[src/pistorm_cfg.svh]
`ifndef PISTORM_CFG_SVH
`define PISTORM_CFG_SVH

`define MC_ADDR_W 24
`define MC_DATA_W 32
`define PI_DATA_W 16

`define CTRL_W 15
// RESET and HALT held on the bus out of reset.
`define CTRL_RESET_VALUE 15'b000_0000_0000_0110

`define CTRL_BIT_REQUEST_BM 0
`define CTRL_BIT_DRIVE_RESET 1
`define CTRL_BIT_DRIVE_HALT 2
`define CTRL_BIT_DRIVE_INT2 3
`define CTRL_BIT_DRIVE_INT6 4

`define PI_REG_DATA_LO 3'd0
`define PI_REG_DATA_HI 3'd1
`define PI_REG_ADDR_LO 3'd2
`define PI_REG_ADDR_HI 3'd3
`define PI_REG_STATUS_CONTROL 3'd4

`define MC_CLK_SYNC_STAGES 10

`endif

[src/pistorm_pkg.sv]
`include "pistorm_cfg.svh"

package pistorm_pkg;

    typedef logic [`MC_ADDR_W-1:0] mc_addr_t;
    typedef logic [`MC_DATA_W-1:0] mc_data_t;   // Lane 0 is bits 31:24.
    typedef logic [`PI_DATA_W-1:0] pi_word_t;
    typedef logic [2:0] fc_t;
    typedef logic [1:0] xfer_size_t;            // Bytes left minus one.
    typedef logic [1:0] port_width_t;           // 0, 1 or 3.
    typedef logic [2:0] ipl_t;

    // Bit 1 set means the FPGA drives, bit 0 selects data.
    typedef enum logic [1:0] {
        DA_IDLE,
        DA_DATA_TO_FPGA,
        DA_FPGA_TO_ADDR,
        DA_FPGA_TO_DATA
    } da_state_e;

    typedef enum logic [2:0] {
        ST_WAIT_ACTIVE,
        ST_WAIT_CYCLE_START,
        ST_WAIT_ASSERT_AS,
        ST_WAIT_OPEN_DATA,
        ST_WAIT_TERM,
        ST_WAIT_LATCH_DATA,
        ST_UPDATE_READ,
        ST_MAYBE_DONE
    } access_state_e;

endpackage

[src/mc_clk_edges.sv]
`timescale 1ns/1ns
`include "pistorm_cfg.svh"

module mc_clk_edges (
    input  logic clk,
    input  logic rst_n,
    input  logic mc_clk,
    output logic clk_rising,
    output logic clk_falling,
    output logic rising_plus_1,
    output logic rising_plus_3,
    output logic falling_plus_1
);

    logic [`MC_CLK_SYNC_STAGES:0] sync;
    logic [2:0] rise_d;

    always_ff @(posedge clk) begin
        if (!rst_n) begin
            sync <= '0;
            clk_rising <= 1'b0;
            clk_falling <= 1'b0;
            rise_d <= '0;
            falling_plus_1 <= 1'b0;
        end else begin
            sync <= {sync[`MC_CLK_SYNC_STAGES-1:0], mc_clk};
            // Compare the last two stages.
            clk_rising <= sync[`MC_CLK_SYNC_STAGES-1] & ~sync[`MC_CLK_SYNC_STAGES];
            clk_falling <= ~sync[`MC_CLK_SYNC_STAGES-1] & sync[`MC_CLK_SYNC_STAGES];
            rise_d <= {rise_d[1:0], clk_rising};
            falling_plus_1 <= clk_falling;
        end
    end

    assign rising_plus_1 = rise_d[0];
    assign rising_plus_3 = rise_d[2];

endmodule

[src/pi_regs.sv]
`timescale 1ns/1ns
`include "pistorm_cfg.svh"

module pi_regs import pistorm_pkg::*; (
    input  logic       clk,
    input  logic       rst_n,
    input  logic [2:0] pi_a,
    input  pi_word_t   pi_d_in,
    input  logic       pi_wr_n,
    input  logic       pi_rd_n,
    input  logic       is_bm,
    input  logic       reset_seen,
    input  logic       halt_seen,
    input  ipl_t       ipl,
    input  logic       access_done,
    input  mc_data_t   done_data_read,
    input  logic       done_terminated_normally,
    input  mc_addr_t   cur_addr,
    output pi_word_t   pi_d_out,
    output logic       pi_d_oe,
    output logic       req_active,
    output mc_addr_t   req_addr,
    output xfer_size_t req_size,
    output logic       req_rw,
    output fc_t        req_fc,
    output mc_data_t   req_data_write,
    output logic       request_bm,
    output logic       reset_oe,
    output logic       halt_oe,
    output logic       int2_oe,
    output logic       int6_oe,
    output logic       pi_txn_in_progress
);

    logic [1:0] wr_sync;
    logic wr_strobe;
    logic [`CTRL_W-1:0] control;
    mc_data_t res_data;
    logic res_term;

    assign wr_strobe = wr_sync == 2'b10;   // Falling edge of pi_wr_n.

    always_ff @(posedge clk) begin
        if (!rst_n) begin
            wr_sync <= 2'b11;
            control <= `CTRL_RESET_VALUE;
            req_active <= 1'b0;
            res_term <= 1'b0;
        end else begin
            wr_sync <= {wr_sync[0], pi_wr_n};
            if (wr_strobe && pi_a == `PI_REG_ADDR_HI)
                req_active <= 1'b1;
            if (wr_strobe && pi_a == `PI_REG_STATUS_CONTROL) begin
                if (pi_d_in[`CTRL_W])   // Set or clear.
                    control <= control | pi_d_in[`CTRL_W-1:0];
                else
                    control <= control & ~pi_d_in[`CTRL_W-1:0];
            end
            if (access_done) begin
                req_active <= 1'b0;
                res_term <= done_terminated_normally;
            end
        end
    end

    always_ff @(posedge clk) begin
        if (wr_strobe) begin
            case (pi_a)
                `PI_REG_DATA_LO: req_data_write[15:0] <= pi_d_in;
                `PI_REG_DATA_HI: req_data_write[31:16] <= pi_d_in;
                `PI_REG_ADDR_LO: req_addr[15:0] <= pi_d_in;
                `PI_REG_ADDR_HI: begin
                    req_addr[23:16] <= pi_d_in[7:0];
                    req_size <= pi_d_in[9:8];
                    req_rw <= pi_d_in[10];
                    req_fc <= pi_d_in[13:11];
                end
                default: ;
            endcase
        end
        if (access_done)
            res_data <= done_data_read;
    end

    always_comb begin
        case (pi_a)
            `PI_REG_DATA_LO: pi_d_out = res_data[15:0];
            `PI_REG_DATA_HI: pi_d_out = res_data[31:16];
            `PI_REG_ADDR_LO: pi_d_out = cur_addr[15:0];
            `PI_REG_ADDR_HI: pi_d_out = {8'd0, cur_addr[23:16]};
            `PI_REG_STATUS_CONTROL:
                pi_d_out = {8'd0, req_active, res_term, ipl, halt_seen, reset_seen, is_bm};
            default: pi_d_out = '0;
        endcase
    end

    assign pi_d_oe = !pi_rd_n && pi_wr_n;
    assign pi_txn_in_progress = req_active;

    assign request_bm = control[`CTRL_BIT_REQUEST_BM];
    assign reset_oe = control[`CTRL_BIT_DRIVE_RESET];
    assign halt_oe = control[`CTRL_BIT_DRIVE_HALT];
    assign int2_oe = control[`CTRL_BIT_DRIVE_INT2];
    assign int6_oe = control[`CTRL_BIT_DRIVE_INT6];

endmodule

[src/mc_input_sync.sv]
`timescale 1ns/1ns

module mc_input_sync import pistorm_pkg::*; (
    input  logic        clk,
    input  logic        rst_n,
    input  logic        clk_falling,
    input  mc_data_t    da_in,
    input  logic [1:0]  dsack_n,
    input  logic        berr_n,
    input  logic        reset_n_in,
    input  logic        halt_n_in,
    input  logic [2:0]  ipl_n,
    input  logic        bg_n,
    input  logic        as_n_in,
    input  logic        request_bm,
    output mc_data_t    data_in_q,
    output port_width_t port_width,
    output logic        any_termination,
    output logic        terminated_normally,
    output logic        reset_seen,
    output logic        halt_seen,
    output ipl_t        ipl,
    output logic        is_bm
);

    logic [1:0] dsack_q;
    logic berr_q;
    logic reset_q;
    logic halt_q;
    ipl_t ipl_s0;
    ipl_t ipl_s1;
    logic bg_sync;
    logic as_sync;

    always_ff @(posedge clk) begin
        if (clk_falling)
            data_in_q <= da_in;
    end

    always_ff @(posedge clk) begin
        if (!rst_n) begin
            dsack_q <= 2'b11;
            berr_q <= 1'b1;
            reset_q <= 1'b1;
            halt_q <= 1'b1;
            ipl_s0 <= '0;
            ipl_s1 <= '0;
            ipl <= '0;
        end else if (clk_falling) begin
            dsack_q <= dsack_n;
            berr_q <= berr_n;
            reset_q <= reset_n_in;
            halt_q <= halt_n_in;
            ipl_s0 <= ~ipl_n;
            ipl_s1 <= ipl_s0;
            if (ipl_s0 == ipl_s1)   // Skew filter.
                ipl <= ipl_s0;
        end
    end

    always_ff @(posedge clk) begin
        if (!rst_n) begin
            bg_sync <= 1'b0;
            as_sync <= 1'b0;
            is_bm <= 1'b0;
        end else begin
            bg_sync <= !bg_n;
            as_sync <= !as_n_in;
            if (!request_bm)
                is_bm <= 1'b0;
            else if (bg_sync && !as_sync)   // Granted and previous cycle done.
                is_bm <= 1'b1;
        end
    end

    // DSACK encoding, Table 5-1.
    always_comb begin
        case (dsack_q)
            2'b01: port_width = 2'd1;
            2'b00: port_width = 2'd3;
            default: port_width = 2'd0;
        endcase
    end

    assign any_termination = ~&{dsack_q, berr_q, reset_q};
    assign terminated_normally = berr_q & reset_q;
    assign reset_seen = ~reset_q;
    assign halt_seen = ~halt_q;

endmodule

[src/byte_lane_router.sv]
`timescale 1ns/1ns

module byte_lane_router import pistorm_pkg::*; (
    input  xfer_size_t size,
    input  logic [1:0] addr_lo,
    input  mc_data_t   data_write,
    input  logic [1:0] left_shift,
    input  mc_data_t   data_in_q,
    input  mc_data_t   data_read_q,
    output mc_data_t   lanes_write,
    output mc_data_t   data_read_next
);

    logic [7:0] w0;
    logic [7:0] w1;
    logic [7:0] w2;
    logic [7:0] w3;

    assign {w0, w1, w2, w3} = data_write;

    // Write replication, Table 5-5. Unused lanes carry a copy.
    always_comb begin
        case (size)
            2'd0: lanes_write = {w3, w3, w3, w3};
            2'd1: lanes_write = addr_lo[0] ? {w2, w2, w3, w2} : {w2, w3, w2, w3};
            2'd2: begin
                case (addr_lo)
                    2'd0: lanes_write = {w1, w2, w3, w3};
                    2'd1: lanes_write = {w1, w1, w2, w3};
                    2'd2: lanes_write = {w1, w2, w1, w2};
                    default: lanes_write = {w1, w1, w2, w1};
                endcase
            end
            default: begin
                case (addr_lo)
                    2'd0: lanes_write = {w0, w1, w2, w3};
                    2'd1: lanes_write = {w0, w0, w1, w2};
                    2'd2: lanes_write = {w0, w1, w0, w1};
                    default: lanes_write = {w0, w0, w1, w0};
                endcase
            end
        endcase
    end

    // Read realignment, Table 5-4.
    // Result byte j takes lane j + size - 3 + left_shift when in range.
    always_comb begin
        int lane;
        data_read_next = data_read_q;
        for (int j = 0; j < 4; j++) begin
            lane = j + int'(size) + int'(left_shift) - 3;
            if (j + int'(size) >= 3 && lane <= 3)
                data_read_next[31 - 8 * j -: 8] = data_in_q[31 - 8 * lane -: 8];
        end
    end

endmodule

[src/bus_cycle_fsm.sv]
`timescale 1ns/1ns
`include "pistorm_cfg.svh"

module bus_cycle_fsm import pistorm_pkg::*; (
    input  logic        clk,
    input  logic        rst_n,
    input  logic        clk_rising,
    input  logic        clk_falling,
    input  logic        rising_plus_1,
    input  logic        rising_plus_3,
    input  logic        falling_plus_1,
    input  logic        req_active,
    input  mc_addr_t    req_addr,
    input  xfer_size_t  req_size,
    input  logic        req_rw,
    input  fc_t         req_fc,
    input  mc_data_t    req_data_write,
    input  logic        is_bm,
    input  port_width_t port_width,
    input  logic        any_termination,
    input  logic        terminated_normally,
    input  mc_data_t    lanes_write,
    input  mc_data_t    data_read_next,
    output logic        access_done,
    output mc_data_t    done_data_read,
    output logic        done_terminated_normally,
    output mc_addr_t    cur_addr,
    output xfer_size_t  cur_size,
    output mc_data_t    cur_data_write,
    output logic [1:0]  left_shift,
    output mc_data_t    data_read_q,
    output fc_t         mc_fc,
    output logic [1:0]  mc_siz,
    output logic        mc_rw,
    output logic        as_n_out,
    output logic        ds_n_out,
    output logic        bus_oe,
    output mc_data_t    da_out,
    output mc_data_t    da_oe,
    output logic        addr_le,
    output logic        addr_oe_n,
    output logic        data_oe_n
);

    access_state_e state;
    da_state_e da_state;
    logic as_q;
    logic ds_q;
    logic rw;
    fc_t fc;
    mc_addr_t mc_addr;
    mc_data_t mc_data_write;
    xfer_size_t transferred;   // Bytes moved this cycle minus one.

    always_ff @(posedge clk) begin
        if (!rst_n) begin
            state <= ST_WAIT_ACTIVE;
            da_state <= DA_IDLE;
            as_q <= 1'b0;
            ds_q <= 1'b0;
            addr_le <= 1'b0;
            access_done <= 1'b0;
        end else begin
            access_done <= 1'b0;
            case (state)
                ST_WAIT_ACTIVE: begin
                    da_state <= DA_IDLE;
                    // Skip the cycle where the finished request is still active.
                    if (req_active && !access_done) begin
                        fc <= req_fc;
                        cur_addr <= req_addr;
                        cur_size <= req_size;
                        rw <= req_rw;
                        cur_data_write <= req_data_write;
                        data_read_q <= '0;
                        state <= ST_WAIT_CYCLE_START;
                    end
                end
                ST_WAIT_CYCLE_START: begin
                    if (clk_rising) begin   // S0.
                        da_state <= DA_IDLE;
                        mc_fc <= fc;
                        mc_addr <= cur_addr;
                        mc_rw <= rw;
                        mc_data_write <= lanes_write;
                        case (cur_size)   // Table 5-2.
                            2'd0: mc_siz <= 2'b01;
                            2'd1: mc_siz <= 2'b10;
                            2'd2: mc_siz <= 2'b11;
                            default: mc_siz <= 2'b00;
                        endcase
                        state <= ST_WAIT_ASSERT_AS;
                    end
                end
                ST_WAIT_ASSERT_AS: begin
                    if (rising_plus_1) begin
                        da_state <= DA_FPGA_TO_ADDR;
                        addr_le <= 1'b1;
                    end
                    if (rising_plus_3)
                        addr_le <= 1'b0;
                    if (clk_falling) begin   // S0 to S1.
                        as_q <= 1'b1;
                        ds_q <= rw;
                        da_state <= DA_IDLE;
                        state <= ST_WAIT_OPEN_DATA;
                    end
                end
                ST_WAIT_OPEN_DATA: begin
                    if (clk_rising) begin
                        da_state <= rw ? DA_DATA_TO_FPGA : DA_FPGA_TO_DATA;
                        state <= ST_WAIT_TERM;
                    end
                end
                ST_WAIT_TERM: begin
                    if (clk_falling)
                        ds_q <= 1'b1;   // Write data strobe.
                    if (falling_plus_1 && any_termination)
                        state <= ST_WAIT_LATCH_DATA;
                end
                ST_WAIT_LATCH_DATA: begin
                    if (clk_falling) begin
                        as_q <= 1'b0;
                        ds_q <= 1'b0;
                        left_shift <= cur_addr[1:0] & port_width;
                        transferred <= port_width - (cur_addr[1:0] & port_width);
                        state <= rw ? ST_UPDATE_READ : ST_MAYBE_DONE;
                    end
                end
                ST_UPDATE_READ: begin
                    data_read_q <= data_read_next;
                    state <= ST_MAYBE_DONE;
                end
                default: begin
                    if (!terminated_normally || cur_size <= transferred) begin
                        access_done <= 1'b1;
                        done_terminated_normally <= terminated_normally;
                        state <= ST_WAIT_ACTIVE;
                    end else begin
                        cur_addr <= cur_addr + mc_addr_t'(transferred) + 1'b1;
                        cur_size <= cur_size - transferred - 1'b1;
                        state <= ST_WAIT_CYCLE_START;
                    end
                end
            endcase
        end
    end

    assign done_data_read = data_read_q;
    assign as_n_out = ~as_q;
    assign ds_n_out = ~ds_q;
    assign bus_oe = is_bm;

    assign da_out = da_state[0] ? mc_data_write : mc_data_t'(mc_addr);
    assign da_oe = {`MC_DATA_W{is_bm && da_state[1]}};
    assign addr_oe_n = ~is_bm;
    assign data_oe_n = !(da_state == DA_DATA_TO_FPGA || da_state == DA_FPGA_TO_DATA);

endmodule

[src/pistorm.sv]
`timescale 1ns/1ns

module pistorm import pistorm_pkg::*; (
    input  logic       clk,
    input  logic       rst_n,
    input  logic [2:0] pi_a,
    input  pi_word_t   pi_d_in,
    input  logic       pi_wr_n,
    input  logic       pi_rd_n,
    output pi_word_t   pi_d_out,
    output logic       pi_d_oe,
    output logic       pi_txn_in_progress,
    input  mc_data_t   da_in,
    output mc_data_t   da_out,
    output mc_data_t   da_oe,
    output logic       addr_le,
    output logic       addr_oe_n,
    output logic       data_oe_n,
    output fc_t        mc_fc,
    output logic [1:0] mc_siz,
    output logic       mc_rw,
    output logic       mc_as_n_out,
    output logic       mc_ds_n_out,
    output logic       mc_bus_oe,
    input  logic       mc_as_n_in,
    input  logic [1:0] mc_dsack_n,
    input  logic [2:0] mc_ipl_n,
    input  logic       mc_bg_n,
    input  logic       mc_reset_n_in,
    input  logic       mc_halt_n_in,
    input  logic       mc_berr_n,
    input  logic       mc_clk,
    output logic       br_oe,
    output logic       reset_oe,
    output logic       halt_oe,
    output logic       int2_oe,
    output logic       int6_oe
);

    logic clk_rising, clk_falling, rising_plus_1, rising_plus_3, falling_plus_1;
    logic req_active, req_rw, is_bm, reset_seen, halt_seen;
    mc_addr_t req_addr;
    xfer_size_t req_size;
    fc_t req_fc;
    mc_data_t req_data_write;
    ipl_t ipl;
    logic access_done, done_terminated_normally, any_termination, terminated_normally;
    mc_data_t done_data_read, cur_data_write, data_read_q, data_in_q;
    mc_data_t lanes_write, data_read_next;
    mc_addr_t cur_addr;
    xfer_size_t cur_size;
    logic [1:0] left_shift;
    port_width_t port_width;

    mc_clk_edges u_edges (.clk, .rst_n, .mc_clk, .clk_rising, .clk_falling,
                          .rising_plus_1, .rising_plus_3, .falling_plus_1);

    pi_regs u_pi_regs (.clk, .rst_n, .pi_a, .pi_d_in, .pi_wr_n, .pi_rd_n, .is_bm,
                       .reset_seen, .halt_seen, .ipl, .access_done, .done_data_read,
                       .done_terminated_normally, .cur_addr, .pi_d_out, .pi_d_oe,
                       .req_active, .req_addr, .req_size, .req_rw, .req_fc,
                       .req_data_write, .request_bm(br_oe), .reset_oe, .halt_oe,
                       .int2_oe, .int6_oe, .pi_txn_in_progress);

    mc_input_sync u_input_sync (.clk, .rst_n, .clk_falling, .da_in, .dsack_n(mc_dsack_n),
                                .berr_n(mc_berr_n), .reset_n_in(mc_reset_n_in),
                                .halt_n_in(mc_halt_n_in), .ipl_n(mc_ipl_n), .bg_n(mc_bg_n),
                                .as_n_in(mc_as_n_in), .request_bm(br_oe), .data_in_q,
                                .port_width, .any_termination, .terminated_normally,
                                .reset_seen, .halt_seen, .ipl, .is_bm);

    byte_lane_router u_router (.size(cur_size), .addr_lo(cur_addr[1:0]),
                               .data_write(cur_data_write), .left_shift, .data_in_q,
                               .data_read_q, .lanes_write, .data_read_next);

    bus_cycle_fsm u_fsm (.clk, .rst_n, .clk_rising, .clk_falling, .rising_plus_1,
                         .rising_plus_3, .falling_plus_1, .req_active, .req_addr, .req_size,
                         .req_rw, .req_fc, .req_data_write, .is_bm, .port_width,
                         .any_termination, .terminated_normally, .lanes_write,
                         .data_read_next, .access_done, .done_data_read,
                         .done_terminated_normally, .cur_addr, .cur_size, .cur_data_write,
                         .left_shift, .data_read_q, .mc_fc, .mc_siz, .mc_rw,
                         .as_n_out(mc_as_n_out), .ds_n_out(mc_ds_n_out), .bus_oe(mc_bus_oe),
                         .da_out, .da_oe, .addr_le, .addr_oe_n, .data_oe_n);

endmodule

[config.mk]
export PLATFORM = sky130hd
export DESIGN_NAME = pistorm
export DESIGN_NICKNAME = d
export VERILOG_FILES = /design/src/pistorm_pkg.sv /design/src/mc_clk_edges.sv /design/src/pi_regs.sv /design/src/mc_input_sync.sv /design/src/byte_lane_router.sv /design/src/bus_cycle_fsm.sv /design/src/pistorm.sv
export VERILOG_INCLUDE_DIRS = /design/src
export SDC_FILE = /design/constraint.sdc
export NUM_CORES = 1
export LEC_CHECK = 0
export ABC_CLOCK_PERIOD_IN_PS = 7800
export BUFFER_PORTS_ARGS = -buffer_cell sky130_fd_sc_hd__buf_2
export CAP_MARGIN = 15
export CORE_UTILIZATION = 45
export CTS_BUF_LIST = sky130_fd_sc_hd__clkbuf_8
export CTS_CLUSTER_DIAMETER = 50
export DETAILED_ROUTE_END_ITERATION = 8
export RECOVER_POWER = 25
export SYNTH_ARGS = -nofsm -noshare
export SYNTH_HDL_FRONTEND = slang
export SYNTH_SLANG_ARGS = --single-unit
[constraint.sdc]
create_clock -name clk -period 7.8 [get_ports clk]
set_input_delay 0.78 -clock clk [delete_from_list [all_inputs] [get_ports clk]]
set_output_delay 0.78 -clock clk [all_outputs]
set_load 0.03 [all_outputs]
==> impl_metrics.json, run 1 <==
{
  "status": "finished, final reports clean",
  "powerDensity_nw_per_um2": 226,
  "yosysWarnings": 0,
  "timing_worst_setup_path_type": "flop to flop",
  "ir_worst_vdd_mv": 0.176,
  "row_count": 67,
  "min_to": "u_input_sync.as_sync",
  "coreArea_um2": 33900,
  "r2r_start": "u_fsm.cur_size[0]",
  "maxCapViolCount": 0,
  "finalWeightedCongestion": 0.856,
  "io_buffers": 164,
  "drt_wl_total_mm": 36.2,
  "grt_pass1_wl_mm": 55.3,
  "holdCritPathClass": "input pin to flop",
  "cts_buffer_depth": 3,
  "grt_pass1_vias": 9670,
  "fin_crit_ns": 3.54,
  "viasPerCell": 5.33,
  "avgRoutedWirePerCell_um": 19.6,
  "end_kind": "flop",
  "areaGrowthSynthToFinish_pct": 13.9,
  "holdWs_ns": 0.333,
  "dieArea_um2": 35600,
  "drc": 0,
  "start_util_pct": 46.3,
  "ctsHoldBuffers": 0,
  "rsz0062_at_grt": "no",
  "ios": 165,
  "gr-usage-all-layers_pct": 20.3,
  "tightestPinTransition_ns": 1.09,
  "finalSetupTns_ns": 0,
  "power_mw": 4.03,
  "die_x_um": 189,
  "synth_cell_types": 63,
  "cp_max_fo": 35,
  "dr.pass1.iters": 5,
  "maxSlewHeadroom_pct": 27.0,
  "holdCritStartpoint": "mc_as_n_in",
  "rrSetupSlack_ns": 4.26,
  "required_ns": 8.02,
  "fp.dieH_um": 189,
  "antenna_found_initial": 3,
  "finalCritPeriodShare_pct": 45.3,
  "r2r_cells": 11,
  "drive_above_1_share_pct": 23.2,
  "setup_viol": 0,
  "maxSlewViolCount": 0,
  "clock_latency_ns": 0.60,
  "worstReg2RegEnd": "u_fsm.data_read_q[30]",
  "dp.final_hpwl_mm": 25.0,
  "synth_area_per_cell_um2": 13.0,
  "synth-edff-count": 287,
  "synth_ff_type": "edfxtp_1",
  "cts_tree": "yes",
  "hold_depth": 2,
  "hold_viol": 0,
  "drtIter0Drc": 689,
  "post_cts_resized": 0,
  "grt_overflow": 0,
  "netlist_instances": 1204,
  "cts.clk_slew.worst_paths_ns": 0.07,
  "ys_async_sr_fraction_pct": 0,
  "ys_seq_area_share_pct": 61.7,
  "cts_buffers": 58,
  "ys_ff_latch": 339,
  "grt_max_degree": 62,
  "num_vias": 9847,
  "max_freq_mhz": 283,
  "ant_nets": 0,
  "postCtsSetupRepairBufs": 0,
  "worstSetupStartpointType": "flop",
  "clock_sinks": 339,
  "finalNetCount": 1456,
  "syn_nets": 1312,
  "cts-root-buf": "clkbuf_8",
  "arrival_ns": 3.75,
  "worst_clock_skew_ns": 0.0334,
  "leakage_nw": 6.76,
  "syn_area_um2": 15700,
  "h-tree-depth": 2
}
==> worst max path at each step <==
stage,start,slack [ns],to,cells past startpoint
after floorplan,rst_n,1.59,u_fsm.mc_addr[0],3
after global placement,u_fsm.cur_size[0],4.35,u_fsm.data_read_q[29],11
after detailed placement,u_fsm.cur_size[0],4.25,u_fsm.data_read_q[30],11
after CTS,u_fsm.cur_size[0],4.21,u_fsm.data_read_q[24],11
after global routing,u_fsm.cur_size[0],3.82,u_fsm.data_read_q[24],11
final,u_fsm.cur_size[0],4.26,u_fsm.data_read_q[30],11
==> kinds of logic (layout without fill, tap and decap cells) <==
family | Yosys count | in the layout | synth area share, %
other cells | 0 | 1 | 0
fa+ha+maj | 42 | 42 | 3.83
compound gates | 216 | 216 | 8.75
buf+inv | 137 | 330 | 4.22
flops | 339 | 339 | 61.7
xor+xnor | 26 | 26 | 1.45
simple gates | 310 | 310 | 9.91
mux | 134 | 134 | 10.2
==> flip-flops by register name (all words and copies together) (netlist names), 3 cells and up, named ones only <==
signal,cells
u_fsm.cur_addr,24
u_input_sync.ipl,3
u_pi_regs.req_addr,24
u_pi_regs.req_fc,3
u_fsm.data_read_q,32
u_input_sync.ipl_s1,3
u_fsm.mc_fc,3
u_fsm.state,3
u_pi_regs.req_data_write,32
u_input_sync.data_in_q,32
u_edges.sync,11
u_pi_regs.res_data,32
u_edges.rise_d,3
u_fsm.fc,3
u_input_sync.ipl_s0,3
u_fsm.mc_data_write,32
u_fsm.cur_data_write,32
u_fsm.mc_addr,24
==> report_power, final <==
part	total (mW)	internal, mW	leakage [nW]	switching [mW]
clock network	1.55	0.840	0.670	0.711
registers	2.05	2.02	3.07	0.0262
logic	0.430	0.147	3.03	0.283
==> worst max-delay path, stage by stage, from the launching register on <==
cell and delay (ns):
edfxtp_1 0.51, inv_1 0.23, ha_1 0.35, buf_4 0.42
ha_1 0.24, inv_1 0.07, ha_1 0.29, ha_1 0.14
nand2_1 0.05, o211ai_1 0.15, nand2_1 0.07, a21oi_1 0.62
==> through the flow <==
stage	cell area [um2]	utilization, %	setup WS, ns	std cells
floorplan	15700	-	1.59	1204
global placement	16700	49.3	4.35	1736
detailed placement	16700	49.3	4.25	1736
CTS	17900	52.7	4.21	1845
global route	17800	52.7	3.82	1845
finish	17800	52.7	4.26	1846
==> layer usage <==
metal / global-route usage (%) / vias up / share of wire [%]
met5: 0 / - / 0.058
met3: 3.50 / 81 / 5.0
met1: 26.3 / 4765 / 43
li1: - / 4701 / -
met4: 8.44 / 4 / 3.4
met2: 33.9 / 296 / 49
==> synthesized netlist by cell type, drive strengths merged, types with 12 or more instances <==
library cell / n / share of area (%)
nor3: 12 / 0.38
nand2b: 12 / 0.48
nor2: 94 / 2.3
o21ai: 41 / 1.3
mux4: 16 / 2.3
nand2: 78 / 1.9
and2: 28 / 1.1
nor2b: 35 / 1.4
inv: 41 / 0.98
buf: 57 / 2.3
mux2: 42 / 3.0
a21o: 13 / 0.62
a21oi: 72 / 2.3
dfxtp: 52 / 6.6
clkbuf: 38 / 0.91
xnor2: 17 / 0.95
nand3: 21 / 0.70
mux2i: 76 / 4.9
ha: 32 / 2.6
edfxtp: 287 / 55
a211oi: 27 / 1.3
==> placed cells by master (no fill, tap or decap), types with 7 or more instances in the layout <==
cell type,Yosys,routed
nand2b_1,12,12
nand3_1,20,20
clkinv_1,1,9
mux4_2,16,16
clkbuf_1,38,16
a22oi_1,7,7
nand2_1,78,78
mux2_2,42,42
mux2i_1,76,76
o21ai_0,36,36
xor2_1,9,9
fa_1,10,10
dfxtp_1,52,51
nor2_1,94,93
o21a_1,8,8
edfxtp_1,287,287
o22ai_1,10,10
xnor2_1,17,17
nor3_1,12,10
a21oi_1,72,72
buf_2,18,148
clkinv_2,0,11
ha_1,32,32
nor2b_1,35,35
a211oi_1,27,27
buf_4,33,15
inv_1,41,61
and2_1,28,28
a21o_1,13,13
clkbuf_8,0,66
==> area by class of cell <==
cell class | count | area [um2]
multi-input combinational | 728 | 5400
inverter | 42 | 158
tap | 448 | 561
antenna | 1 | 2.50
clock inverter | 43 | 236
sequential | 339 | 9660
clock buffer | 66 | 908
fill | 2967 | 16000
timing repair buffer | 179 | 913
Note: power is estimated with default switching activity, not from simulation.
==> run 2: changes to the inputs <==
--- a/config.mk
+++ b/config.mk
@@ -6,13 +6,14 @@
 export SDC_FILE = /design/constraint.sdc
 export NUM_CORES = 1
 export LEC_CHECK = 0
-export ABC_CLOCK_PERIOD_IN_PS = 7800
+export ABC_CLOCK_PERIOD_IN_PS = 3250
 export BUFFER_PORTS_ARGS = -buffer_cell sky130_fd_sc_hd__buf_2
 export CAP_MARGIN = 15
 export CORE_UTILIZATION = 45
 export CTS_BUF_LIST = sky130_fd_sc_hd__clkbuf_8
 export CTS_CLUSTER_DIAMETER = 50
 export DETAILED_ROUTE_END_ITERATION = 8
+export PLACE_DENSITY = 0.66
 export RECOVER_POWER = 25
 export SYNTH_ARGS = -nofsm -noshare
 export SYNTH_HDL_FRONTEND = slang
==> constraint.sdc (replaced) <==
create_clock -name clk -period 3.25 [get_ports clk]
set_input_delay 0.325 -clock clk [delete_from_list [all_inputs] [get_ports clk]]
set_output_delay 0.325 -clock clk [all_outputs]
set_load 0.03 [all_outputs]
==> impl_metrics.json, run 2 (synthesized netlist as in run 1, its figures left out) <==
{
  "maxSlewHeadroom_pct": 10.3,
  "cpMaxStageDelayCell": "fa_1",
  "hold_depth": 1,
  "worst_clock_skew_ns": 0.0348,
  "cpPeakStageDelay_ns": 0.59,
  "placed_area_um2": 16900,
  "r2r_cells": 7,
  "start_util_pct": 46.3,
  "finalNetCount": 1525,
  "finalCritPeriodShare_pct": 94.8,
  "layout_common_cells": "287 x edfxtp_1, 147 x buf_2, 93 x nor2_1",
  "finalWeightedCongestion": 0.880,
  "antenna_found_initial": 0,
  "critPathLaunch": "u_fsm.cur_size[0]",
  "max_freq_mhz": 325,
  "timing_worst_setup_path_type": "flop to flop",
  "status": "finished, final reports clean",
  "cts_tree": "yes",
  "num_antenna_cells": 0,
  "io_buffers": 164,
  "dp.final_hpwl_mm": 26.2,
  "fin_ws_ns": 0.169,
  "drtIter0Drc": 694,
  "drive_above_1_share_pct": 22.7,
  "worstSetupStartpointType": "flop",
  "powerDensity_nw_per_um2": 518,
  "seq_area_um2": 9660,
  "holdCritStartpoint": "pi_d_in[1]",
  "end_kind": "flop",
  "die_x_um": 189,
  "avgRoutedWirePerCell_um": 19.9,
  "ios": 165,
  "rsz0062_at_grt": "no",
  "power_mw": 9.57,
  "grt_pass1_vias": 10200,
  "setup_viol": 0,
  "holdWs_ns": 0.127,
  "grt_overflow": 0,
  "placed_cells": 1756,
  "grt_pass1_wl_mm": 58.1,
  "hold_viol": 0,
  "holdCritPathClass": "input pin to flop",
  "tightestPinTransition_ns": 1.34,
  "final_common_cell": "edfxtp_1",
  "multi_input_area_um2": 5420,
  "fill_cells": 2845,
  "layoutNonFillerInstCount": 1912,
  "h-tree-depth": 2,
  "cts.clk_slew.worst_paths_ns": 0.06,
  "fp.dieH_um": 189,
  "cts_buffer_depth": 3,
  "coreArea_um2": 33900,
  "cts-root-buf": "clkbuf_8",
  "arrival_ns": 3.48,
  "viasPerCell": 5.42,
  "grt_max_degree": 63,
  "areaGrowthSynthToFinish_pct": 17.8,
  "ant_nets": 0,
  "drc": 0,
  "drt_wl_total_mm": 38.0,
  "fin_crit_ns": 3.08,
  "path_cells": "ha_1 -> fa_1 -> ha_1 -> inv_1 -> fa_1 -> nand4b_1 -> a211oi_1",
  "maxCapViolCount": 0,
  "cp_max_fo": 8,
  "finalSetupTns_ns": 0,
  "dieArea_um2": 35600,
  "r2r_start": "u_fsm.cur_size[0]",
  "row_count": 67,
  "postCtsSetupRepairBufs": 0,
  "final_util_pct": 54.5,
  "rrSetupSlack_ns": 0.17,
  "gr-usage-all-layers_pct": 21.5,
  "stdcell_area_um2": 18500,
  "maxSlewViolCount": 0,
  "cts_buffers": 56,
  "dp_slack_ns": 0.161,
  "ir_worst_vdd_mv": 0.325,
  "dr.pass1.iters": 5,
  "num_vias": 10400,
  "clock_latency_ns": 0.59,
  "required_ns": 3.64,
  "clock_sinks": 339,
  "leakage_nw": 7.02
}
==> run 2: final cells by class <==
type                       count  area share (%)
multi-input combinational    728            29.3
inverter                      42           0.854
clock buffer                  61            4.55
sequential                   339            52.3
tap                          448            3.04
timing repair buffer         250            8.61
clock inverter                44            1.29
==> run 2: path summary, 6_finish.rpt <==
path / end
setup / recovery: u_fsm.data_read_q[26]
hold / removal: u_pi_regs.req_addr[1]
setup reg to reg: u_fsm.data_read_q[26]
hold reg to reg: u_edges.clk_rising
==> run 2: power breakdown <==
group	total, mW	switching, mW	leakage [nW]	internal [mW]
clock	3.54	1.65	0.637	1.89
sequential	4.91	0.0664	3.07	4.85
combinational	1.11	0.696	3.32	0.417
total	9.57	2.42	7.02	7.15
==> run 2: critical path: cells and delay by family (launching register included) <==
family / cells / cell delay, ns
fa+ha+maj: 4 / 1.50
flops: 1 / 0.53
simple gates: 1 / 0.44
compound gates: 1 / 0.35
buf+inv: 1 / 0.07
==> run 2: repair_timing <==
action / CTS / global route
hold endpoints to repair: 70 / 0
resized for setup: 0 / 1
hold buffers: 51 / 0
endpoints found under the setup margin: 0 / 8
==> run 2: routing by layer <==
layer	GRT usage (%)	part of all wire, %	wire [um]	vias up
met1	27.8	42	15900	5042
met5	0	0	0	-
met2	36.0	49	18600	402
met4	9.03	3.6	1350	0
li1	-	-	-	4842
met3	3.17	5.7	2170	74
==> run 3: changes to the inputs <==
--- a/config.mk
+++ b/config.mk
@@ -6,6 +6,7 @@
 export SDC_FILE = /design/constraint.sdc
 export NUM_CORES = 1
 export LEC_CHECK = 0
+export ABC_AREA = 1
 export ABC_CLOCK_PERIOD_IN_PS = 3250
 export BUFFER_PORTS_ARGS = -buffer_cell sky130_fd_sc_hd__buf_2
 export CAP_MARGIN = 15
==> impl_metrics.json, run 3 <==
{
  "maxSlewViolCount": 0,
  "final_util_pct": 54.5,
  "grt_pass1_vias": 11500,
  "num_antenna_cells": 0,
  "fin_crit_ns": 3.00,
  "cpPeakStageDelay_ns": 0.55,
  "cts_tree": "yes",
  "drive_above_1_share_pct": 15.2,
  "worstReg2RegEnd": "u_fsm.data_read_q[23]",
  "timing_worst_setup_path_type": "flop to flop",
  "synth_area_per_cell_um2": 9.73,
  "cts_buffer_depth": 3,
  "yosys.area_share.adder_pct": 3.80,
  "cts_buffers": 56,
  "yosysMostFrequentCell": "nand2_1",
  "cpMaxStageDelayCell": "fa_1",
  "syn_nets": 1731,
  "finalNetCount": 1963,
  "cts-root-buf": "clkbuf_8",
  "drtIter0Drc": 1301,
  "yosys-top-cells-area": "edfxtp_1 55%, nand2_1 11%, dfxtp_1 6.6%",
  "finalCritPeriodShare_pct": 92.3,
  "synth_top_area_share_pct": 54.6,
  "synth.top_cells.by_count": "459 x nand2_1, 287 x edfxtp_1, 162 x nor2_1",
  "synth.largest_area_cell": "edfxtp_1",
  "ir_worst_vdd_mv": 0.393,
  "required_ns": 3.69,
  "worst_clock_skew_ns": 0.0361,
  "grt_overflow": 0,
  "worstSetupStartpointType": "flop",
  "finalWeightedCongestion": 0.935,
  "clock_sinks": 339,
  "ios": 165,
  "dieArea_um2": 35800,
  "synth_ff_type": "edfxtp_1",
  "avgRoutedWirePerCell_um": 17.3,
  "r2r_start": "u_fsm.cur_size[0]",
  "synth-simple-area-share_pct": 19.1,
  "fp.dieH_um": 189,
  "grt_use_met3_pct": 4.21,
  "final_common_cell": "nand2_1",
  "rrSetupSlack_ns": 0.25,
  "maxCapViolCount": 0,
  "viasPerCell": 5.19,
  "coreArea_um2": 34500,
  "synth_top_family_by_area": "simple AND/OR/NAND/NOR gates",
  "row_count": 68,
  "end_kind": "flop",
  "grt_max_degree": 45,
  "path_cells": "inv_1 -> fa_1 -> o31ai_1 -> inv_1 -> fa_1 -> nand3_1 -> nor3_1",
  "met1_usage_pct": 29.3,
  "post_cts_resized": 0,
  "hold_depth": 3,
  "maxSlewHeadroom_pct": 37.4,
  "clock_latency_ns": 0.63,
  "start_util_pct": 45.7,
  "dr.pass1.iters": 5,
  "powerDensity_nw_per_um2": 716,
  "synth_compound_area_share_pct": 8.38,
  "ys_ff_latch": 339,
  "r2r_cells": 7,
  "h-tree-depth": 2,
  "drc": 0,
  "ys_async_sr_fraction_pct": 0,
  "syn_area_um2": 15800,
  "gr-usage-all-layers_pct": 22.9,
  "drt_wl_total_mm": 40.8,
  "setup_viol": 0,
  "io_buffers": 164,
  "max_freq_mhz": 333,
  "dp.final_hpwl_mm": 28.7,
  "cp_max_fo": 8,
  "areaGrowthSynthToFinish_pct": 19.1,
  "min_to": "u_edges.clk_falling",
  "holdCritStartpoint": "rst_n",
  "grt_pass1_wl_mm": 62.6,
  "yosysWarnings": 0,
  "die_x_um": 189,
  "hold_viol": 0,
  "ys_seq_area_share_pct": 61.2,
  "synth_cell_types": 37,
  "status": "finished, final reports clean",
  "cts.clk_slew.worst_paths_ns": 0.06,
  "leakage_nw": 7.87,
  "muxShareOfSynthArea_pct": 0,
  "holdCritPathClass": "input pin to flop",
  "layout_common_cells": "459 x nand2_1, 287 x edfxtp_1, 169 x inv_1",
  "antenna_found_initial": 1,
  "netlist_instances": 1623,
  "ant_nets": 0,
  "grt-busiest-layer": "met2",
  "arrival_ns": 3.44,
  "tightestPinTransition_ns": 0.939,
  "synth-edff-count": 287,
  "gr-usage-met2_pct": 37.5,
  "finalSetupTns_ns": 0,
  "rsz0062_at_grt": "no",
  "synth-xor-area-share_pct": 0.499,
  "num_vias": 12200
}
[run 3: cell types whose count changed after synthesis, moves of 35 or more]
cell and delta:
inv_1 +117, mux2_2 -42, mux2i_1 -76, nand2_1 +381, nand3_1 +43, nor2_1 +68
nor2b_1 -35, o21ai_0 +75
[run 3: power by group]
group,leakage [nW],internal (mW),switching [mW]
clock,0.640,2.14,1.76
combinational,4.19,1.21,2.72
sequential,3.04,5.31,0.331
[run 3: layout make-up]
cell class	instances	area (um2)
clock buffers	61	840
well taps	455	569
repair buffers	264	1720
flip-flops and latches	339	9660
inverters	163	612
multi-input cells	1031	5070
fillers	3058	15700
clock inverters	45	342
[run 3: what timing repair did]
action	4_1_cts	5_1_grt
endpoints found under the hold margin	102	0
hold buffers	60	0
endpoints found under the setup margin	0	0
setup buffers	0	0
[run 3: worst max-delay path by stage]
stage,from,to,slack [ns]
after floorplan,u_fsm.cur_size[1],u_fsm.data_read_q[0],0.21
after CTS,u_fsm.cur_size[0],u_fsm.data_read_q[23],0.27
after detailed placement,u_fsm.cur_size[0],u_fsm.data_read_q[4],0.26
after global routing,u_fsm.cur_size[0],u_fsm.data_read_q[23],0.05
final,u_fsm.cur_size[0],u_fsm.data_read_q[23],0.25
after global placement,u_fsm.cur_size[0],u_fsm.data_read_q[6],0.34
[run 3: stage by stage]
step | worst slack [ns] | instance area [um2] | cells | hold WS [ns] | power, mW
after floorplan | 0.208 | 15800 | 1623 | 0.383 | 8.25
after global placement | 0.336 | 17100 | 2192 | 0.389 | 9.46
after detailed placement | 0.257 | 17100 | 2192 | 0.400 | 9.54
after CTS | 0.268 | 18800 | 2358 | 0.0788 | 13.5
after global routing | 0.0493 | 18800 | 2358 | 0.308 | 14.2
final | 0.251 | 18800 | 2358 | 0.311 | 13.5
[run 3: critical path: cells and delay by family, from the launching register on]
kind,cells,cell delay (ns)
adders and majority gates,2,1.04
DFF,1,0.53
and+or+nand+nor,2,0.53
AOI/OAI and AO/OA,1,0.39
buffers and inverters,2,0.34
[run 3: kinds of logic (layout without fill, tap and decap cells)]
| group | after synthesis | count (layout) |
|---|---|---|
| adders and majority gates | 42 | 42 |
| AOI/OAI and AO/OA | 231 | 231 |
| buffers and inverters | 253 | 533 |
| DFF | 339 | 339 |
| xor gates and xnor gates | 9 | 9 |
| and+or+nand+nor | 749 | 749 |
[run 3: layer usage]
layer  part of all wire (%)  vias up
met2                     47      591
met4                    4.3        2
met5                  0.042        -
met3                    7.5       96
met1                     41     5641
li1                       -     5919
